===== config.mk =====
export PLATFORM = sky130hd
export DESIGN_NAME = command_decoder
export DESIGN_NICKNAME = d
export VERILOG_FILES = /design/src/source/ps_pkg.sv /design/src/source/command_decoder.sv
export SDC_FILE = /design/constraint.sdc
export NUM_CORES = 1
export LEC_CHECK = 0
export BUFFER_PORTS_ARGS = -buffer_cell sky130_fd_sc_hd__buf_2
export CAP_MARGIN = 20
export CELL_PAD_IN_SITES_DETAIL_PLACEMENT = 1
export CELL_PAD_IN_SITES_GLOBAL_PLACEMENT = 1
export CORE_ASPECT_RATIO = 1.25
export CORE_MARGIN = 1.5
export CORE_UTILIZATION = 41
export CTS_CLUSTER_DIAMETER = 50
export DETAILED_ROUTE_END_ITERATION = 8
export GPL_TIMING_DRIVEN = 1
export PLACE_DENSITY = 0.91
export SKIP_LAST_GASP = 1
export SLEW_MARGIN = 20
export SYNTH_ARGS = -nofsm -noshare
export SYNTH_HDL_FRONTEND = slang
export SYNTH_SLANG_ARGS = --single-unit
export TNS_END_PERCENT = 5

===== constraint.sdc =====
create_clock -name peripheral_clock -period 2.8 [get_ports peripheral_clock]
set_input_delay 0.56 -clock peripheral_clock [delete_from_list [all_inputs] [get_ports peripheral_clock]]
set_output_delay 0.56 -clock peripheral_clock [all_outputs]
set_load 0.005 [all_outputs]

===== src/source/ps_pkg.sv =====
package ps_pkg;

    localparam int data_width = 32;
    localparam int hp0_addr_width = 16;

    localparam int mem_depth = 1024; // Translated addresses at or above this miss the window.
    localparam int mem_index_width = 10;

    localparam int reg_address_width = 1;
    localparam logic [reg_address_width-1:0] reg_data_address = 1'b0;
    localparam logic [reg_address_width-1:0] reg_command_address = 1'b1;

    localparam logic command_kind_access = 1'b0;
    localparam logic command_kind_config = 1'b1;

    // Both views keep kind in bit 31 so either can be used to tell them apart.
    typedef struct packed {
        logic                      kind;
        logic                      write;
        logic [13:0]               reserved;
        logic [hp0_addr_width-1:0] address;
    } access_view_t;

    typedef struct packed {
        logic                      kind;
        logic [14:0]               reserved;
        logic [hp0_addr_width-1:0] offset;
    } config_view_t;

    typedef union packed {
        access_view_t access_view;
        config_view_t config_view;
    } host_command_u;

endpackage

===== src/source/command_decoder.sv =====
module command_decoder
    import ps_pkg::*;
(
    input  logic                         peripheral_clock,
    input  logic                         reset,
    input  logic                         reg_write,
    input  logic [reg_address_width-1:0] reg_address,
    input  logic [data_width-1:0]        reg_write_data,
    output logic                         access_valid,
    output logic                         access_write,
    output logic [hp0_addr_width-1:0]    access_address,
    output logic [hp0_addr_width-1:0]    access_offset,
    output logic [data_width-1:0]        access_data
);

    host_command_u               command;
    logic [data_width-1:0]       staged_data;
    logic [hp0_addr_width-1:0]   port_offset;
    logic                        command_write;

    assign command = host_command_u'(reg_write_data);
    assign command_write = reg_write && (reg_address == reg_command_address);

    // Staged write data and the port offset are control state seen by later commands.
    always_ff @(posedge peripheral_clock) begin
        if (reset) begin
            staged_data <= '0;
            port_offset <= '0;
        end else if (reg_write) begin
            if (reg_address == reg_data_address) begin
                staged_data <= reg_write_data;
            end else if (command.config_view.kind == command_kind_config) begin
                port_offset <= command.config_view.offset;
            end
        end
    end

    always_ff @(posedge peripheral_clock) begin
        if (reset) begin
            access_valid <= 1'b0;
        end else begin
            access_valid <= command_write &&
                            (command.access_view.kind == command_kind_access);
        end
    end

    // The offset taken here is the one in effect before this edge.
    always_ff @(posedge peripheral_clock) begin
        if (command_write) begin
            access_write   <= command.access_view.write;
            access_address <= command.access_view.address;
            access_offset  <= port_offset;
            access_data    <= staged_data; // Data written in an earlier cycle.
        end
    end

endmodule


# Word level (Yosys, flattened, before mapping)
# Cells that the tools add are included.
[word_totals]
reg_bits = 114
latch_bits = 0
mem_count = 0
mem_bits_rw = 0
mem_bits_ro = 0
out_inout_bits = 66
[op_classes]
n_lt_le_gt_ge = 0
n_addsub = 0
div_mod_pow = 0
bitwise_logic = 2
reduce_logical = 4
muxes = 0
eq_ne = 0
multipliers = 0
shift = 0
[op_table]
columns = ["operator", "n"]
rows = [
  ["$reduce_and 3->1", 1],
  ["$logic_and 1x1->1", 2],
  ["$not 1->1", 2],
  ["$reduce_and 2->1", 1],
]

# Longest topological paths before layout
# Gate-level depths: netlist of run 1.
[depth]
word_depth = 2
ltp_mapped = 5
depth_no_buf = 3

# Least setup slack after synthesis of run 1
# No wires, ideal clock.
[synth_path]
path_type = "input to register"
startpoint = "in reg_address"
endpoint = "reg access_address[0] (enable)"
path_slack_ns = 0.271
cell_stages = 1
path_buffers = 0
arrival_time_ns = 2.099
setup_ns = 0.430
cell_sequence = "and2_1"
[synth_via]
elab_chain_cells = 1
[synth_rtl]
columns = ["element", "line_no", "rtl"]
rows = [
  ["start: declaration", "command_decoder.sv:7", "input logic [reg_address_width-1:0] reg_address,"],
  ["$logic_and 1x1->1", "command_decoder.sv:22", "assign command_write = reg_write && (reg_address == reg_command_address);"],
  ["end signal: assignment", "command_decoder.sv:51", "access_address <= command.access_view.address;"],
  ["end: declaration", "command_decoder.sv:11", "output logic [hp0_addr_width-1:0] access_address,"],
]
# No other way between the ends.
# A chain may end at the register's enable or synchronous reset.

# Worst setup path after layout of run 1
[layout_path]
startpoint = "reg access_offset[11]"
endpoint = "out access_offset[11]"
[layout_rtl]
columns = ["element", "line_no", "rtl"]
rows = [
  ["start: declaration", "command_decoder.sv:12", "output logic [hp0_addr_width-1:0] access_offset,"],
  ["start signal: assignment", "command_decoder.sv:52", "access_offset <= port_offset;"],
]
# No word-level cell between the ends.

==> summary.md, run 1 <==
| Metric | Value |
|---|---|
| CTS Sinks | ~110 |
| Residual DRC | 0 |
| Period minus WS final | 1.621 ns |
| CP top delay family | flip-flops |
| Slowest stage delay, CP | 0.41 ns |
| Gate power share | 0.048 |
| Wire per inst | 15.39 µm |
| 1st-iter DRT viols | 120 |
| Worst r2r dst | port_offset[13] |
| Total Neg Setup Slack | 0 ns |
| Yosys reg bits | 114 |
| Synth-to-Final Area Change | 28.39% |
| Max_cap viols | 0 |
| Rows | 38 |
| Startpoint type of the worst setup path | flop |
| Crit path cell chain | buf_2 |
| Share of cells above drive strength 1 | 0.3466 |
| I/O Pins | about 100 |
| Tcrit/Tclk final | 0.5789 |
| Vias in the first global route | 2548 |
| RePlAce Congestion | 0.7301 |
| Critical Path Fanout Max | 1 |
| Lkg Pwr | 0.001877 µW |
| Clock Root Buffer | clkbuf_8 |
| GRT Util Overall | 0.1794 |
| Pre-CTS setup slack | about 1 ns |
| Critical path required time | 2.24 ns |
| CP bufs+invs | 1 |
| Pint | 2990 µW |
| Largest net degree at the start of global routing | 34 |
| Final #Nets | 424 |
| Max Fclk | 0.6170 GHz |
| Clk buf depth | 2 |
| Final Hold Viols | 0 |
| Die X | roughly 88 µm |
| Post-detail-place hpwl | 5362 µm |
| WP data arrival | 1.06 ns |
| Core ar. | 8748 µm² |
| Worst r2r src | port_offset[13] |
| Fin cells | between 500 and 600 |
| Slew @ Worst Pin | 0.6882 ns |
| First-pass GRT wire length | roughly 12000 µm |
| Clock Latency Late Sink | ~0.5 ns |
| FF-to-FF path depth | 2 |
| Hold crit path type | input port to flop |
| Clock-pin transition on the worst setup and hold timing paths | 0.05 ns |
| Synth Warn # | 0 |
| Slew Limit Fails | 0 |
| Post-synthesis cell type count | 16 |
| Sw frac | 0.2131 |
| Power Total | 3800 µW |
| WHS | 0.2535 ns |
| Sequential share of power | 0.494 |
| Clock power share | 0.458 |
| CP endpoint kind | output port |
| Die area | 9679 µm² |
| Synthesized net count | 315 |
| ANT nets after route | 0 |
| Vias per std cell | 4.704 |
| Switching power | 809.9 µW |
| CP startpoint | access_offset[11] |
| Setup bufs post-CTS | 0 |
| Initial antenna violation count | 0 |
| Ant diodes | 0 |
| Die H | between 100 and 150 µm |
| Synth area leaders | edfxtp_1, dfxtp_1, nand2_1, a21oi_1, buf_6 |
| TritonCTS clock tree | yes |
| Seq/Total Area, Yosys | 0.7866 |
| Rel. slew slack | 0.5399 |
| Worst path depth | 1 |
| CTS buffer count | 17 |
| Clock skew | approximately 0.0060 ns |
| Peak supply drop | 360.5 µV |
| RSZ-0062 raised after global routing | false |
| Yosys top cell area share | 0.5235 |
| Initial core utilization | 0.4262 |
| Final WL | around 8000 µm |
| First drt pass iteration count | 4 |
| Resize count post-CTS | 0 |
| Critical path destination | access_offset[11] |
| Final Worst Setup Slack | 1.179 ns |
| Final setup viols | 0 |
| Post-Syn Area | ~3700 µm² |
| Run status | finished clean |
| GRT overflow | 0 |
| Pwr per Cell Area | 793.8 nW/µm² |
| Reg2Reg Setup Slack | 2.13 ns |
| Placed instance count | 489 |
| Mapped Cells | 279 |
| Largest area contributor in the synthesized netlist | edfxtp_1 |
| Via count | 2451 |
| H-tree depth | 4 |
| WS Path Type | flop to output port |
| I/O Buffers | 101 |
| Crit-path slowest cell | edfxtp_1 |
| Avg Inst Size Synth | ~13 µm² |
| Hold buffer count at CTS | 0 |
[worst min path at each step]
stage / slack (ns) / startpoint / endpoint / depth (start not counted)
global route: 0.23 / reg_write_data[30] / access_write / 1
global placement: 0.41 / staged_data[25] / access_data[25] / 0
detailed placement: 0.42 / staged_data[11] / access_data[11] / 0
CTS: 0.22 / reg_write_data[30] / access_write / 1
finish: 0.25 / reg_write_data[30] / access_write / 1
floorplan: 0.41 / staged_data[0] / access_data[0] / 0
[flip-flops by register name, summed over array words and instances (netlist names)]
name,count
access_write,1
port_offset,16
staged_data,32
access_valid,1
access_address,16
access_offset,16
access_data,32
[cells by family after synthesis]
group           share of synthesized area
simple gates                       0.1081
compound gates                    0.07148
buf+inv                           0.03389
flops                              0.7866
[routing by layer]
metal	vias to the layer above	routed length, µm	track usage
met5	-	0	0
met4	0	140	0.1004
met1	1201	3063	0.1826
met2	69	4395	0.3212
li1	1171	-	-
met3	10	421	0.05631
[power groups by stage]
| stage | Sequential, µW | Clock [µW] | Combinational, µW |
|---|---|---|---|
| floorplan | 1910 | 0 | 85.1 |
| global placement | 1910 | 0 | 178 |
| detailed placement | 1910 | 0 | 188 |
| CTS | 1880 | 1770 | 189 |
| global route | 1880 | 1840 | 208 |
| finish | 1880 | 1740 | 184 |
[cell usage after synthesis]
| cell type | number |
|---|---|
| a21oi_1 | 41 |
| nand3_1 | 1 |
| and2_1 | 1 |
| buf_6 | 7 |
| nor2b_1 | 1 |
| buf_8 | 1 |
| or2b_4 | 1 |
| clkbuf_1 | 4 |
| nand2_1 | 96 |
| buf_4 | 1 |
| edfxtp_1 | 65 |
| dfxtp_1 | 49 |
| nor3b_1 | 1 |
| a21oi_2 | 7 |
| and3_1 | 1 |
| buf_2 | 2 |
[final cells by class]
type | instances | area (µm²)
fillers | 976 | 3961
flip-flops and latches | 114 | 2933
multi-input cells | 150 | 673.1
repair buffers | 105 | 548.0
clock buffers | 23 | 436.7
well taps | 120 | 150.1
clock inverters | 9 | 46.29
[cells in the final DEF, fill, tap and decap left out, types with 2 or more instances in the layout]
cell,n
edfxtp_1,65
buf_4,3
dfxtp_1,49
clkbuf_16,16
buf_2,101
clkbuf_1,6
clkinv_1,2
clkinv_2,6
a21oi_2,7
nand2_1,96
a21oi_1,41
[worst reg2reg max path, cell delays in order (launching register included)]
cell	delay, ns
dfxtp_1	0.35
nand2_1	0.08
a21oi_2	0.18
[through the flow]
step | util | instance area (µm²)
after global routing | 0.5472 | 4787
after global placement | 0.4920 | 4304
after detailed placement | 0.4920 | 4304
final | 0.5472 | 4787
after floorplan | - | 3729
after CTS | 0.5472 | 4787
No activity file was read; power rests on OpenSTA's default activity.
==> run 2, diff against run 1 <==
CORE_UTILIZATION = 37   (was 41)
PLACE_DENSITY = 0.87   (was 0.91)
clock period = 1.43 ns   (was 2.8 ns; I/O delays follow)
==> run 2 against run 1 <==
  * Final cell count up 1.9%
  * Clock power grew 110%
  * Combinational power up 110%
  * Critical path type unchanged
  * Die area is 10% higher
==> summary.md, run 2 (synthesized netlist as in run 1, its figures left out) <==
| Metric | Value |
|---|---|
| Clock-pin transition on the worst setup and hold timing paths | 0.05 ns (about the same) |
| Worst hold path endpoint | access_write |
| Period minus WS final | 1.237 ns |
| Most frequent cells in the layout | buf_2, nand2_1, edfxtp_1 |
| Clock skew | 0.006808 ns (+0.0008351 ns) |
| Fin cells | 531 (+1.9%) |
| WP data arrival | 0.95 ns (-0.11 ns) |
| CTS Sinks | 114 (unchanged) |
| First drt pass iteration count | 4 (unchanged) |
| I/O Pins | 102 (unchanged) |
| Placed cell area | 4393 µm² (+2.1%) |
| Rel. slew slack | 0.5596 (+0.01972) |
| Pwr per Cell Area | 1572 nW/µm² (+98%) |
| Critical Path Fanout Max | 1 (unchanged) |
| Hold crit path type | input port to flop |
| Residual DRC | 0 (unchanged) |
| Final Hold Viols | 0 (unchanged) |
| Slew Limit Fails | 0 (unchanged) |
| Post-detail-place hpwl | 5461 µm (+1.8%) |
| Crit-path slowest cell | edfxtp_1 |
| Largest net degree at the start of global routing | 33 (-2.9%) |
| Worst r2r dst | port_offset[9] |
| GRT Util Overall | 0.1628 (-0.01660) |
| Worst path depth | 1 (unchanged) |
| GRT overflow | 0 (unchanged) |
| Final WL | 8105 µm (+1.1%) |
| Worst r2r src | port_offset[9] |
| CP startpoint | access_offset[14] |
| Via count | 2467 (+0.65%) |
| CP top delay family | flip-flops |
| Die X | 92.79 µm (+5.1%) |
| Run status | finished clean |
| Top Registers | access_data (32), staged_data (32) |
| Share of cells above drive strength 1 | 0.3457 (-0.0009544) |
| I/O Buffers | 101 (unchanged) |
| CP endpoint kind | output port |
| FF-to-FF path depth | 2 (unchanged) |
| Max_cap viols | 0 (unchanged) |
| Startpoint type of the worst setup path | flop |
| Initial antenna violation count | 0 (unchanged) |
| Rows | 40 (+5.3%) |
| Crit path cell chain | buf_2 |
| CTS buffer count | 17 (unchanged) |
| Final setup viols | 0 (unchanged) |
| Tcrit/Tclk final | 0.8653 |
| Total Neg Setup Slack | 0 ns (unchanged) |
| ANT nets after route | 0 (unchanged) |
| Final #Nets | 428 (+0.94%) |
| Slew @ Worst Pin | 0.6606 ns (-0.02764 ns) |
| Post-layout instance area | 4908 µm² (+2.5%) |
| Peak supply drop | 841.9 µV (+130%) |
| H-tree depth | 4 (unchanged) |
| Resize count post-CTS | 0 (unchanged) |
| Die H | 115.2 µm (+5.1%) |
| Placed instance count | 499 (+2.0%) |
| Vias per std cell | 4.646 (-1.2%) |
| RePlAce Congestion | 0.6963 (-4.6%) |
| WS Path Type | flop to output port |
| Wire per inst | 15.26 µm (-0.84%) |
| 1st-iter DRT viols | 72 (-40%) |
| Lkg Pwr | 0.001921 µW (+2.4%) |
| Slowest stage delay, CP | 0.41 ns (about the same) |
| Clk buf depth | 2 (unchanged) |
| Number of cells on the worst hold path | 1 (unchanged) |
| Synth-to-Final Area Change | 31.64% |
| Die area | 10690 µm² (+10%) |
| Power Total | 7718 µW (+100%) |
| Initial core utilization | 0.3840 (-0.04218) |
| CP bufs+invs | 1 (unchanged) |
| Commonest non-fill, non-tap cell in the layout | buf_2 |
| Critical path required time | 1.14 ns (-1.10 ns) |
| Hold buffer count at CTS | 0 (unchanged) |
| TritonCTS clock tree | yes |
| Reg2Reg Setup Slack | 0.74 ns (-1.39 ns) |
| Max Fclk | approximately 0.8 GHz |
| Clock Latency Late Sink | 0.40 ns (-0.10 ns) |
| Setup bufs post-CTS | 0 (unchanged) |
| RSZ-0062 raised after global routing | false |
| Vias in the first global route | 2562 (+0.55%) |
| Core Util, Final | 0.5055 (-0.04166) |
| Ant diodes | 0 (unchanged) |
| First-pass GRT wire length | 12670 µm (+1.9%) |
| Worst hold start | reg_write_data[30] |
| Clock Root Buffer | clkbuf_16 |
| Core ar. | 9709 µm² (+11%) |
## run 2: cell count changes in the layout (fill, tap and decap cells not counted), sizes merged
cell | previous run | this run
clkbuf | 23 | 24
clkinv | 9 | 7
buf | 105 | 109
bufinv | 0 | 1
## run 2: power by group
group | switching, µW | internal [µW]
logic | 223 | 164
clock network | 1300 | 2350
registers | 50.6 | 3630
total | 1570 | 6140
## run 2: stage by stage
step | worst slack (ns) | hold WS (ns)
floorplan | 0.2202 | 0.3621
global placement | 0.07979 | 0.4117
detailed placement | 0.008079 | 0.4171
CTS | 0.1581 | 0.06674
global route | 0.1475 | 0.06622
finish | 0.1926 | 0.09001
## run 2: worst max path at each step
stage,endpoint,slack [ns]
after floorplan,access_address[0],0.22
after global placement,port_offset[12],0.08
after detailed placement,port_offset[12],0.008
after CTS,access_offset[14],0.16
after global routing,access_offset[14],0.15
final,access_offset[14],0.19
## run 2: final cells by class
| type | instances | area, µm² |
|---|---|---|
| multi-input cells | 150 | 674.4 |
| well taps | 126 | 157.7 |
| clock inverters | 8 | 63.81 |
| clock buffers | 24 | 451.7 |
| flip-flops and latches | 114 | 2933 |
| repair buffers | 109 | 628.1 |
| fillers | 1043 | 4801 |
## run 2: routing by layer
layer	wire length, µm	vias up	GRT usage
met5	0	-	0
met4	170	0	0.07576
met3	416	14	0.06548
met2	4459	71	0.2978
met1	3058	1197	0.1590
li1	-	1185	-
