[src/source/ps_pkg.sv]
package ps_pkg;

    localparam int data_width = 32;
    localparam int hp0_addr_width = 16;

    localparam int mem_depth = 1024; // Translated addresses at or above this miss the window.
    localparam int mem_index_width = 10;

    localparam int reg_address_width = 1;
    localparam logic [reg_address_width-1:0] reg_data_address = 1'b0;
    localparam logic [reg_address_width-1:0] reg_command_address = 1'b1;

    localparam logic command_kind_access = 1'b0;
    localparam logic command_kind_config = 1'b1;

    // Both views keep kind in bit 31 so either can be used to tell them apart.
    typedef struct packed {
        logic                      kind;
        logic                      write;
        logic [13:0]               reserved;
        logic [hp0_addr_width-1:0] address;
    } access_view_t;

    typedef struct packed {
        logic                      kind;
        logic [14:0]               reserved;
        logic [hp0_addr_width-1:0] offset;
    } config_view_t;

    typedef union packed {
        access_view_t access_view;
        config_view_t config_view;
    } host_command_u;

endpackage
[src/source/address_translator.sv]
module address_translator
    import ps_pkg::*;
(
    input  logic                       peripheral_clock,
    input  logic                       reset,
    input  logic                       access_valid,
    input  logic                       access_write,
    input  logic [hp0_addr_width-1:0]  access_address,
    input  logic [hp0_addr_width-1:0]  access_offset,
    input  logic [data_width-1:0]      access_data,
    output logic                       mem_valid,
    output logic                       mem_write,
    output logic [mem_index_width-1:0] mem_index,
    output logic [data_width-1:0]      mem_data,
    output logic                       mem_error
);

    logic [hp0_addr_width-1:0] translated_address;
    logic                      outside_window;

    // Sum is truncated to the port width, so it wraps.
    assign translated_address = access_address + access_offset;
    assign outside_window = translated_address >= hp0_addr_width'(mem_depth);

    always_ff @(posedge peripheral_clock) begin
        if (reset) begin
            mem_valid <= 1'b0;
        end else begin
            mem_valid <= access_valid;
        end
    end

    always_ff @(posedge peripheral_clock) begin
        if (access_valid) begin
            mem_write <= access_write;
            mem_index <= translated_address[mem_index_width-1:0];
            mem_data  <= access_data;
            mem_error <= outside_window;
        end
    end

endmodule

[config.mk]
export PLATFORM = sky130hd
export DESIGN_NAME = address_translator
export DESIGN_NICKNAME = d
export VERILOG_FILES = /design/src/source/ps_pkg.sv /design/src/source/address_translator.sv
export SDC_FILE = /design/constraint.sdc
export NUM_CORES = 1
export LEC_CHECK = 0
export ABC_AREA = 0
export ABC_CLOCK_PERIOD_IN_PS = 1950
export BUFFER_PORTS_ARGS = -buffer_cell sky130_fd_sc_hd__buf_2
export CORE_UTILIZATION = 40
export CTS_CLUSTER_SIZE = 25
export DETAILED_ROUTE_END_ITERATION = 10
export HOLD_SLACK_MARGIN = 0.12
export PLACE_DENSITY_LB_ADDON = 0.1
export SETUP_SLACK_MARGIN = 0.15
export SLEW_MARGIN = 20
export SYNTH_ARGS = -nofsm -noshare
export SYNTH_HDL_FRONTEND = slang
export SYNTH_SLANG_ARGS = --single-unit
[constraint.sdc]
create_clock -name peripheral_clock -period 1.95 [get_ports peripheral_clock]
set_input_delay 0.2925 -clock peripheral_clock [delete_from_list [all_inputs] [get_ports peripheral_clock]]
set_output_delay 0.2925 -clock peripheral_clock [all_outputs]
set_load 0.02 [all_outputs]
# Word level (Yosys, flattened, before mapping)
# Cells that the tools add are included.
[op_classes] n_addsub=1 magnitude_cmp=1
[op_table] op="adder 16 bit" count=1
[op_table] op="greater-or-equal comparator 16 x 11 -> 1 bit, second input constant" count=1
[totals] ff_bits=45 input_bits=68 out_inout_bits=45 word_cells=7

# Longest topological paths before layout
# Gate-level depths: netlist (run 1).
[depth] depth_word=2 depth_mapped=9

# Worst setup path before layout (run 1)
# No wires, ideal clock.
[synth_timing] kind="input to register" start="input access_address[0]" end="register mem_error, data pin" setup_time_ns=0.269 t_arrival_ns=1.829 required_time_ns=1.681 slack_ns=-0.148 stages=9 path_buffers=0 cell_sequence="ha_1 > inv_1 > fa_1 > nor2b_4 > o211ai_1 > a211oi_1 > o221ai_1 > o41ai_1 > nand4b_1"
[synth_via] elab_chain_cells=2
[synth_lines] item="start, declared" line_no="address_translator.sv:8" text="input logic [hp0_addr_width-1:0] access_address,"
[synth_lines] item="adder 16 bit" line_no="address_translator.sv:22" text="assign translated_address = access_address + access_offset;"
[synth_lines] item="greater-or-equal comparator 16 x 11 -> 1 bit" line_no="address_translator.sv:23" text="assign outside_window = translated_address >= hp0_addr_width'(mem_depth);"
[synth_lines] item="net outside_window" line_no="address_translator.sv:19" text="logic outside_window;"
[synth_lines] item="end signal, assigned" line_no="address_translator.sv:38" text="mem_error <= outside_window;"
[synth_lines] item="end, declared" line_no="address_translator.sv:15" text="output logic mem_error"
# The timed path passes the listed nets, and every way through them passes these cells.
# A chain may end at the register's enable or synchronous reset.

# Worst setup path in the final report (run 1)
[layout_timing] start="input access_offset[0]" end="register mem_error, data pin"
[layout_via] elab_chain_cells=2
[layout_lines] item="start, declared" line_no="address_translator.sv:9" text="input logic [hp0_addr_width-1:0] access_offset,"
[layout_lines] item="adder 16 bit" line_no="address_translator.sv:22"
[layout_lines] item="greater-or-equal comparator 16 x 11 -> 1 bit" line_no="address_translator.sv:23"
[layout_lines] item="net outside_window" line_no="address_translator.sv:19"
# The timed path passes the listed nets, and every way through them passes these cells.

==> metrics.yaml, run 1 <==
cts:
  max_buffers_root_to_sink: 2
  cts_made_buffers: 5
  h-tree-depth: 2
  cts.sinks: 45
  clk_transition_reported_paths_ps: 80
  cts.root.buffer_cell: "clkbuf_8"
  tritoncts_clock_tree: "built"
  cts_hold_buffers: 0
worst_setup_path:
  timing_worst_setup_path_type: "in -> reg"
  worst_setup_path_end_kind: "flip-flop"
  timing.critical_path.from_type: "input port"
  critical_path_arrival_ps: 1850
  critical_path_peak_fanout: 4
  timing.critical_path.required_ps: 1980
timing:
  slew-limit-headroom_pct: 69.77
  layout_setup_ws_ps: 125.5
  fin_hold_viols: 0
  fmax_ghz: 0.5481
  period_minus_slack_ps: 1824
  finalCritPeriodShare_pct: 93.56
  setup_viol: 0
  grt_setup_unrepaired: "yes"
  slew_violations: 0
  hold_slack_ps: 155.2
  tightest_slew_ps: 453.4
synthesis:
  synth.avg_cell_area_um2: 13.76
  yosysSeqAreaShare_pct: 62.91
  synthDistinctLibCells: 40
  synth_nets: 239
  postSynth.topFlopCell: "edfxtp_1"
  synthesis.instances: 155
  yosys_register_bits: 45
  async_reset_ff_share_pct: 0
  synth_enable_flop_cells: 44
  synth-warning-count: 0
  syn_area_mm2: 0.002132
power_and_ir_drop:
  fin_total_pwr_mw: 2.366
  power_per_cell_area_mw_per_mm2: 760.5
  power_share_of_the_clock_group_pct: 23.2
  p_switching_mw: 0.6566
  power_frac_comb_pct: 26.7
  seq_power_share_pct: 50.1
  max-vdd-ir-drop_mv: 0.3361
  p_int_mw: 1.710
  power.share.switching_pct: 27.75
  power_leakage_nw: 1.394
worst_hold_path:
  timing.hold.worst_endpoint: "mem_valid$_SDFF_PP0_"
  timing.hold.worst.start: "reset"
  hold_path_class: "in -> reg"
  hold_path_depth: 2
cells_and_area:
  final_layout_size_suffix_gt1_share_pct: 52.67
  finalNonFillerCells: 370
  final_net_count: 383
  post-route-util_pct: 60.93
  area_overhead_of_the_layout_relative_to_synthesis_pct: 45.95
  layout.cells.most_common: "buf_2"
  antenna_cells_inserted: 0
  mostFrequentLayoutCells: "110 x buf_2, 44 x edfxtp_1, 26 x buf_4"
global_routing:
  grt_pass1_wl_um: 6472
  global_route_usage_over_all_layers_pct: 15.62
  via_count_of_the_first_global_routing_pass: 1497
  grt_remaining_overflow: 0
  grt_antenna_before_repair: 0
  largest_net_degree_at_the_start_of_global_routing: 27
detailed_routing:
  via_count: 1722
  total_wire_length_after_detailed_routing_um: 4359
  remaining_drc_errors: 0
  ant_nets: 0
  viasPerCell: 4.654
  routed_wire_length_per_instance_um: 11.78
  detailedRoute.firstPassIterationCount: 4
  drt_iter0_drc: 13
place:
  preCtsSetupSlack_ps: -243.4
  post-dp-hpwl_um: 3554
  buffer_ports.inserted: 112
  dp_cells: 359
  last_weighted_congestion_value_of_the_routability_driven_placer: 0.8174
floorplan:
  die_height_um: 75.01
  fp.dieArea_mm2: 0.005626
  initial_standard_cell_utilization_of_the_core_pct: 41.74
  floorplan.rows: 26
  standard_cell_core_area_mm2: 0.005107
  die_x_um: 75.01
  pin_count: 113
run:
  cap_violations: 0
outcome:
  status: "complete, no violations"
## layer usage
| metal | share of wire [%] | global-route usage, % | wire (um) |
|---|---|---|---|
| met1 | 41 | 17.00 | 1804 |
| met2 | 48 | 27.83 | 2090 |
| met3 | 8.2 | 4.418 | 356 |
| met4 | 2.5 | 7.757 | 108 |
| met5 | 0 | 0 | 0 |
## cells by family (layout without fill, tap and decap cells)
family | count (synthesis) | count (layout) | share of synthesized area, %
adder cells (fa/ha/maj) | 16 | 16 | 9.742
AND/OR/NAND/NOR | 38 | 38 | 9.800
buffers and inverters | 8 | 153 | 1.525
flip-flops | 45 | 45 | 62.91
AO/OA/AOI/OAI | 38 | 38 | 11.91
XOR/XNOR | 10 | 10 | 4.108
## synth_stat cells (all sizes together), types with 2 or more instances
master	number	area (um^2)
ha	15	187.7
nand3	5	25.02
inv	6	22.52
nand2	10	37.54
o211ai	3	27.52
nand4b	2	17.52
o21a	3	22.52
xor2	3	26.28
xnor2	7	61.31
nor2b	5	38.78
a21oi	14	77.58
edfxtp	44	1321
nor3	3	15.01
o21ai	7	35.03
a211o	2	17.52
nor2	4	15.01
nand3b	2	15.01
nand2b	2	12.51
## layout make-up
cell class	count	area, um^2
clock buffer	5	68.82
clock inverter	3	21.27
fill	445	1996
inverter	6	22.52
multi-input combinational	102	782.0
sequential	45	1341
tap	70	87.58
timing repair buffer	139	788.3
## per-stage QoR
step           setup TNS, ps  area (um^2)
2_1_floorplan         -32.76         2143
3_3_place_gp          -265.1         2974
3_5_place_dp          -280.6         2974
4_1_cts                    0         3104
5_1_grt                    0         3112
6_report                   0         3112
## worst max-delay path, cell delays in order
cell and delay (ps):
buf_6 100, ha_4 150, inv_2 50, fa_2 230, nor2b_4 50, o211ai_1 230
a211oi_2 140, or4_1 410, nand4b_1 100, nand4b_1 100
## power groups by stage
| stage | sequential (mW) | clock (mW) | combinational (mW) |
|---|---|---|---|
| 2_1_floorplan | 1.34 | 0 | 0.218 |
| 3_3_place_gp | 1.21 | 0 | 0.617 |
| 3_5_place_dp | 1.21 | 0 | 0.622 |
| 4_1_cts | 1.19 | 0.576 | 0.635 |
| 5_1_grt | 1.20 | 0.599 | 0.692 |
| 6_report | 1.19 | 0.549 | 0.631 |
## flip-flops by register name, summed over array words and instances (netlist names)
name,count
mem_data,32
mem_index,10
mem_error,1
mem_valid,1
mem_write,1
## how the worst max path moves through the flow
stage / from / endpoint / slack [ps] / cells after the start
3_5_place_dp: access_address[0] / mem_error$_DFFE_PP_ / -240 / 10
5_1_grt: access_offset[0] / mem_error$_DFFE_PP_ / 40 / 10
6_report: access_offset[0] / mem_error$_DFFE_PP_ / 130 / 10
2_1_floorplan: access_address[0] / mem_error$_DFFE_PP_ / -30 / 9
3_3_place_gp: access_address[0] / mem_error$_DFFE_PP_ / -220 / 10
4_1_cts: access_offset[0] / mem_error$_DFFE_PP_ / 70 / 10
## what timing repair did
action | CTS | global route
gates resized for setup | 5 | 1
pin swaps | 6 | 4
gates cloned | 0 | 0
setup endpoints to repair | 1 | 2
buffers inserted | 2 | 1
Note: power is estimated with default switching activity, not from simulation.
==> run 2, diff against run 1 <==
--- a/config.mk
+++ b/config.mk
@@ -13,7 +13,6 @@
 export DETAILED_ROUTE_END_ITERATION = 10
 export HOLD_SLACK_MARGIN = 0.12
 export PLACE_DENSITY_LB_ADDON = 0.1
-export SETUP_SLACK_MARGIN = 0.15
 export SLEW_MARGIN = 20
 export SYNTH_ARGS = -nofsm -noshare
 export SYNTH_HDL_FRONTEND = slang
==> metrics.yaml, run 2 (synthesis results as in run 1) <==
floorplan:
  standard_cell_core_area_mm2: 0.005107
  initial_standard_cell_utilization_of_the_core_pct: 41.74
  die_x_um: 75.01
  die_height_um: 75.01
  fp.dieArea_mm2: 0.005626
  pin_count: 113
  floorplan.rows: 26
detailed_routing:
  total_wire_length_after_detailed_routing_um: 4226
  detailedRoute.firstPassIterationCount: 4
  drt_iter0_drc: 66
  remaining_drc_errors: 0
  routed_wire_length_per_instance_um: 11.55
  ant_nets: 0
  viasPerCell: 4.628
  via_count: 1694
worst_hold_path:
  hold_path_class: "in -> reg"
cells_and_area:
  largest_registers: "mem_data x32, mem_index x10"
  post-route-util_pct: 60.61
  multiInputGateArea_um2: 778.2
  layout.filler_cells: 451
  antenna_cells_inserted: 0
  registers.top_by_ff_count: "mem_data"
  regArea_mm2: 0.001341
  largest_reg_flops: 32
  area_overhead_of_the_layout_relative_to_synthesis_pct: 45.19
  mostFrequentLayoutCells: "110 x buf_2, 44 x edfxtp_1, 22 x buf_4"
  final_layout_size_suffix_gt1_share_pct: 51.35
  layout.cells.most_common: "buf_2"
  final_net_count: 379
cts:
  tritoncts_clock_tree: "built"
  h-tree-depth: 2
  cts.root.buffer_cell: "clkbuf_8"
  max_buffers_root_to_sink: 2
  cts_made_buffers: 5
  clk_transition_reported_paths_ps: 80
  cts.sinks: 45
  post_cts_setup_buffers: 0
worst_setup_path:
  timing.critical_path.required_ps: 1980
  worst_setup_path_end_kind: "flip-flop"
  critical_path.top_delay_family: "compound AO/OA/AOI/OAI gates"
  critical_path_arrival_ps: 1890
  largest_stage_delay_worst_path_ps: 390
  critPathSlowestCell: "fa_2"
  worst-path-buf-inv: 2
  timing.critical_path.from_type: "input port"
  worstPathCellList: "buf_6 -> ha_4 -> inv_2 -> fa_2 -> nor2b_4 -> o211ai_1 -> a211oi_2 -> o221ai_1 -> o41ai_1 -> nand4b_1"
  timing_worst_setup_path_type: "in -> reg"
  critical_path_peak_fanout: 4
place:
  buffer_ports.inserted: 112
  preCtsSetupSlack_ps: -270.9
  last_weighted_congestion_value_of_the_routability_driven_placer: 0.8108
  post-dp-hpwl_um: 3487
run:
  cap_violations: 0
power_and_ir_drop:
  power.share.switching_pct: 25.83
  power_frac_comb_pct: 25.0
  p_int_mw: 1.828
  power_per_cell_area_mw_per_mm2: 796.3
  power_share_of_the_clock_group_pct: 26.9
  max-vdd-ir-drop_mv: 0.3383
  p_switching_mw: 0.6367
  seq_power_share_pct: 48.1
  power_leakage_nw: 1.385
timing:
  tightest_slew_ps: 328.9
  fmax_ghz: 0.5358
  period_minus_slack_ps: 1866
  slew_violations: 0
  layout_setup_ws_ps: 83.76
  fin_hold_viols: 0
  grt_setup_unrepaired: "yes"
  slew-limit-headroom_pct: 77.84
  setup_viol: 0
  finalCritPeriodShare_pct: 95.70
global_routing:
  largest_net_degree_at_the_start_of_global_routing: 46
  grt_pass1_wl_um: 6230
  grt_antenna_before_repair: 0
  global_route_usage_over_all_layers_pct: 15.11
  grt_remaining_overflow: 0
  via_count_of_the_first_global_routing_pass: 1427
outcome:
  status: "complete, no violations"
[run 2: path summary, 6_finish.rpt]
kind | start | endpoint | slack, ps | cells past startpoint
min | reset | mem_valid$_SDFF_PP0_ | 160 | 2
max | access_offset[0] | mem_error$_DFFE_PP_ | 80 | 10
[run 2: layout make-up]
cell class,count,share of cell area (%)
repair buffers,135,24.49
clock buffers,6,2.344
inverters,6,0.7276
clock inverters,2,1.132
well taps,70,2.829
multi-input cells,102,25.14
flip-flops and latches,45,43.33
[run 2: through the flow]
| step | hold slack [ps] | TNS [ps] | cells | total power, mW | instance area, um^2 |
|---|---|---|---|---|---|
| after floorplan | 364.1 | -32.76 | 155 | 1.552 | 2140 |
| after global placement | 453.5 | -290.7 | 358 | 1.819 | 2963 |
| after detailed placement | 462.8 | -343.1 | 358 | 1.826 | 2963 |
| after CTS | 151.6 | 0 | 366 | 2.485 | 3070 |
| after global routing | 142.2 | -31.86 | 366 | 2.588 | 3095 |
| final | 156.5 | 0 | 366 | 2.465 | 3095 |
[run 2: routing by layer]
| metal | GRT usage, % | routed length [um] | vias to the layer above |
|---|---|---|---|
| met5 | 0 | 0 | - |
| met4 | 6.918 | 67 | 0 |
| met3 | 3.882 | 354 | 6 |
| met2 | 25.43 | 1947 | 71 |
| met1 | 18.24 | 1857 | 743 |
| li1 | - | - | 874 |
[run 2: power by group through the flow]
stage          registers [mW]  clock network [mW]  logic, mW
2_1_floorplan            1.34                   0      0.216
3_3_place_gp             1.21                   0      0.612
3_5_place_dp             1.21                   0      0.616
4_1_cts                  1.19               0.679      0.618
5_1_grt                  1.20               0.711      0.678
6_report                 1.19               0.663      0.615
[run 2: repair_timing]
item,CTS,global route
hold buffers,0,0
hold endpoints to repair,0,0
setup endpoints to repair,0,1
resized for setup,0,5
==> run 3, diff against run 2 <==
--- a/config.mk
+++ b/config.mk
@@ -6,12 +6,12 @@
 export NUM_CORES = 1
 export LEC_CHECK = 0
 export ABC_AREA = 0
-export ABC_CLOCK_PERIOD_IN_PS = 1950
+export ABC_CLOCK_PERIOD_IN_PS = 2100
 export BUFFER_PORTS_ARGS = -buffer_cell sky130_fd_sc_hd__buf_2
-export CORE_UTILIZATION = 40
+export CORE_MARGIN = 10
+export CORE_UTILIZATION = 45
 export CTS_CLUSTER_SIZE = 25
 export DETAILED_ROUTE_END_ITERATION = 10
-export HOLD_SLACK_MARGIN = 0.12
 export PLACE_DENSITY_LB_ADDON = 0.1
 export SLEW_MARGIN = 20
 export SYNTH_ARGS = -nofsm -noshare
==> constraint.sdc (replaced) <==
create_clock -name peripheral_clock -period 2.1 [get_ports peripheral_clock]
set_input_delay 0.315 -clock peripheral_clock [delete_from_list [all_inputs] [get_ports peripheral_clock]]
set_output_delay 0.315 -clock peripheral_clock [all_outputs]
set_load 0.02 [all_outputs]
==> metrics.yaml, run 3 (synthesis results as in run 1) <==
outcome:
  status: "complete, no violations"
place:
  preCtsSetupSlack_ps: -210.9
  dpl_cell_area_mm2: 0.002870
  post-dp-hpwl_um: 4544
  last_weighted_congestion_value_of_the_routability_driven_placer: 0.8332
  buffer_ports.inserted: 112
cells_and_area:
  finish.instance_area_mm2: 0.002953
  mostFrequentLayoutCells: "112 x buf_2, 44 x edfxtp_1, 15 x ha_1"
  largest_reg_flops: 32
  layout.cells.most_common: "buf_2"
  final_net_count: 370
  final_layout_size_suffix_gt1_share_pct: 48.78
  registers.top_by_ff_count: "mem_data"
  antenna_cells_inserted: 0
  largest_registers: "mem_data x32, mem_index x10"
  area_overhead_of_the_layout_relative_to_synthesis_pct: 38.50
worst_setup_path:
  timing.critical_path.required_ps: 2130
  timing_worst_setup_path_type: "in -> reg"
  critical_path_peak_fanout: 4
  worst_setup_path_end_kind: "flip-flop"
  critical_path_arrival_ps: 2020
  timing.critical_path.from_type: "input port"
worst_hold_path:
  hold_path_class: "in -> reg"
  timing.hold.worst_endpoint: "mem_valid$_SDFF_PP0_"
  timing.hold.worst.start: "reset"
  hold_path_depth: 2
detailed_routing:
  total_wire_length_after_detailed_routing_um: 5410
  routed_wire_length_per_instance_um: 15.96
  remaining_drc_errors: 0
  ant_nets: 0
  drt_iter0_drc: 84
  viasPerCell: 5.100
  detailedRoute.firstPassIterationCount: 5
  via_count: 1729
global_routing:
  grt_pass1_wl_um: 8093
  grt_remaining_overflow: 0
  grt_antenna_before_repair: 0
  via_count_of_the_first_global_routing_pass: 1689
  largest_net_degree_at_the_start_of_global_routing: 25
  global_route_usage_over_all_layers_pct: 13.32
floorplan:
  initial_standard_cell_utilization_of_the_core_pct: 47.65
  standard_cell_core_area_mm2: 0.004474
  floorplan.rows: 24
  die_x_um: 88.83
  pin_count: 113
  die_height_um: 88.83
  fp.dieArea_mm2: 0.007891
timing:
  slew_violations: 0
  fin_hold_viols: 0
  setup_viol: 0
  slew-limit-headroom_pct: 65.09
  tightest_slew_ps: 523.6
  layout_setup_ws_ps: 118.4
  grt_setup_unrepaired: "no"
  finalCritPeriodShare_pct: 94.36
  fmax_ghz: 0.5046
  hold_slack_ps: 181.4
  period_minus_slack_ps: 1982
cts:
  clk_transition_reported_paths_ps: 70
  cts_hold_buffers: 0
  tritoncts_clock_tree: "built"
  h-tree-depth: 2
  cts_made_buffers: 5
  post_cts_setup_buffers: 0
  max_buffers_root_to_sink: 2
  cts.sinks: 45
  cts.root.buffer_cell: "clkbuf_8"
  cts_resized: 0
power_and_ir_drop:
  fin_total_pwr_mw: 2.141
  power_per_cell_area_mw_per_mm2: 725.1
  max-vdd-ir-drop_mv: 0.2779
  power_leakage_nw: 1.328
run:
  cap_violations: 0
## run 3: cell types whose count changed in the layout (fill, tap and decap cells not counted), sizes merged
cell    change
buf         -9
bufinv      -1
clkinv      +1
## run 3: per-stage QoR
stage	setup TNS (ps)	util, %	std cells
2_1_floorplan	0	-	155
3_3_place_gp	-151.7	64.15	331
3_5_place_dp	-210.9	64.15	331
4_1_cts	0	66.00	339
5_1_grt	0	66.00	339
6_report	0	66.00	339
## run 3: worst max-delay path by stage
stage	from	endpoint	slack, ps	cells past startpoint
floorplan	access_address[0]	mem_error$_DFFE_PP_	60	9
global placement	access_address[0]	mem_error$_DFFE_PP_	-150	10
detailed placement	access_address[0]	mem_error$_DFFE_PP_	-210	10
CTS	access_address[0]	mem_error$_DFFE_PP_	90	10
global route	access_offset[0]	mem_error$_DFFE_PP_	20	10
finish	access_address[0]	mem_error$_DFFE_PP_	120	10
## run 3: worst max-delay path, cell delays in order
cell and delay (ps):
buf_2 80, ha_1 160, inv_1 50, fa_1 440
nor2b_4 150, o211ai_1 120, a211oi_2 340, o221ai_1 160
o41ai_1 80, nand4b_1 130
## run 3: final cells by class
class / instances / area [um^2]
multi-input cells: 102 / 763.2
repair buffers: 126 / 678.2
fillers: 351 / 1521
inverters: 6 / 22.52
flip-flops and latches: 45 / 1341
clock inverters: 2 / 10.01
clock buffers: 6 / 72.57
well taps: 52 / 65.06
## run 3: power breakdown
group          switching (mW)  internal (mW)
registers              0.0171           1.09
logic                   0.316          0.233
clock network           0.259          0.230
## run 3: layer usage
metal	GRT usage, %	up-vias	share of wire [%]
met1	14.40	769	37
met5	0	-	0
met3	3.768	10	10
met2	23.07	93	51
li1	-	857	-
met4	7.195	0	1.8
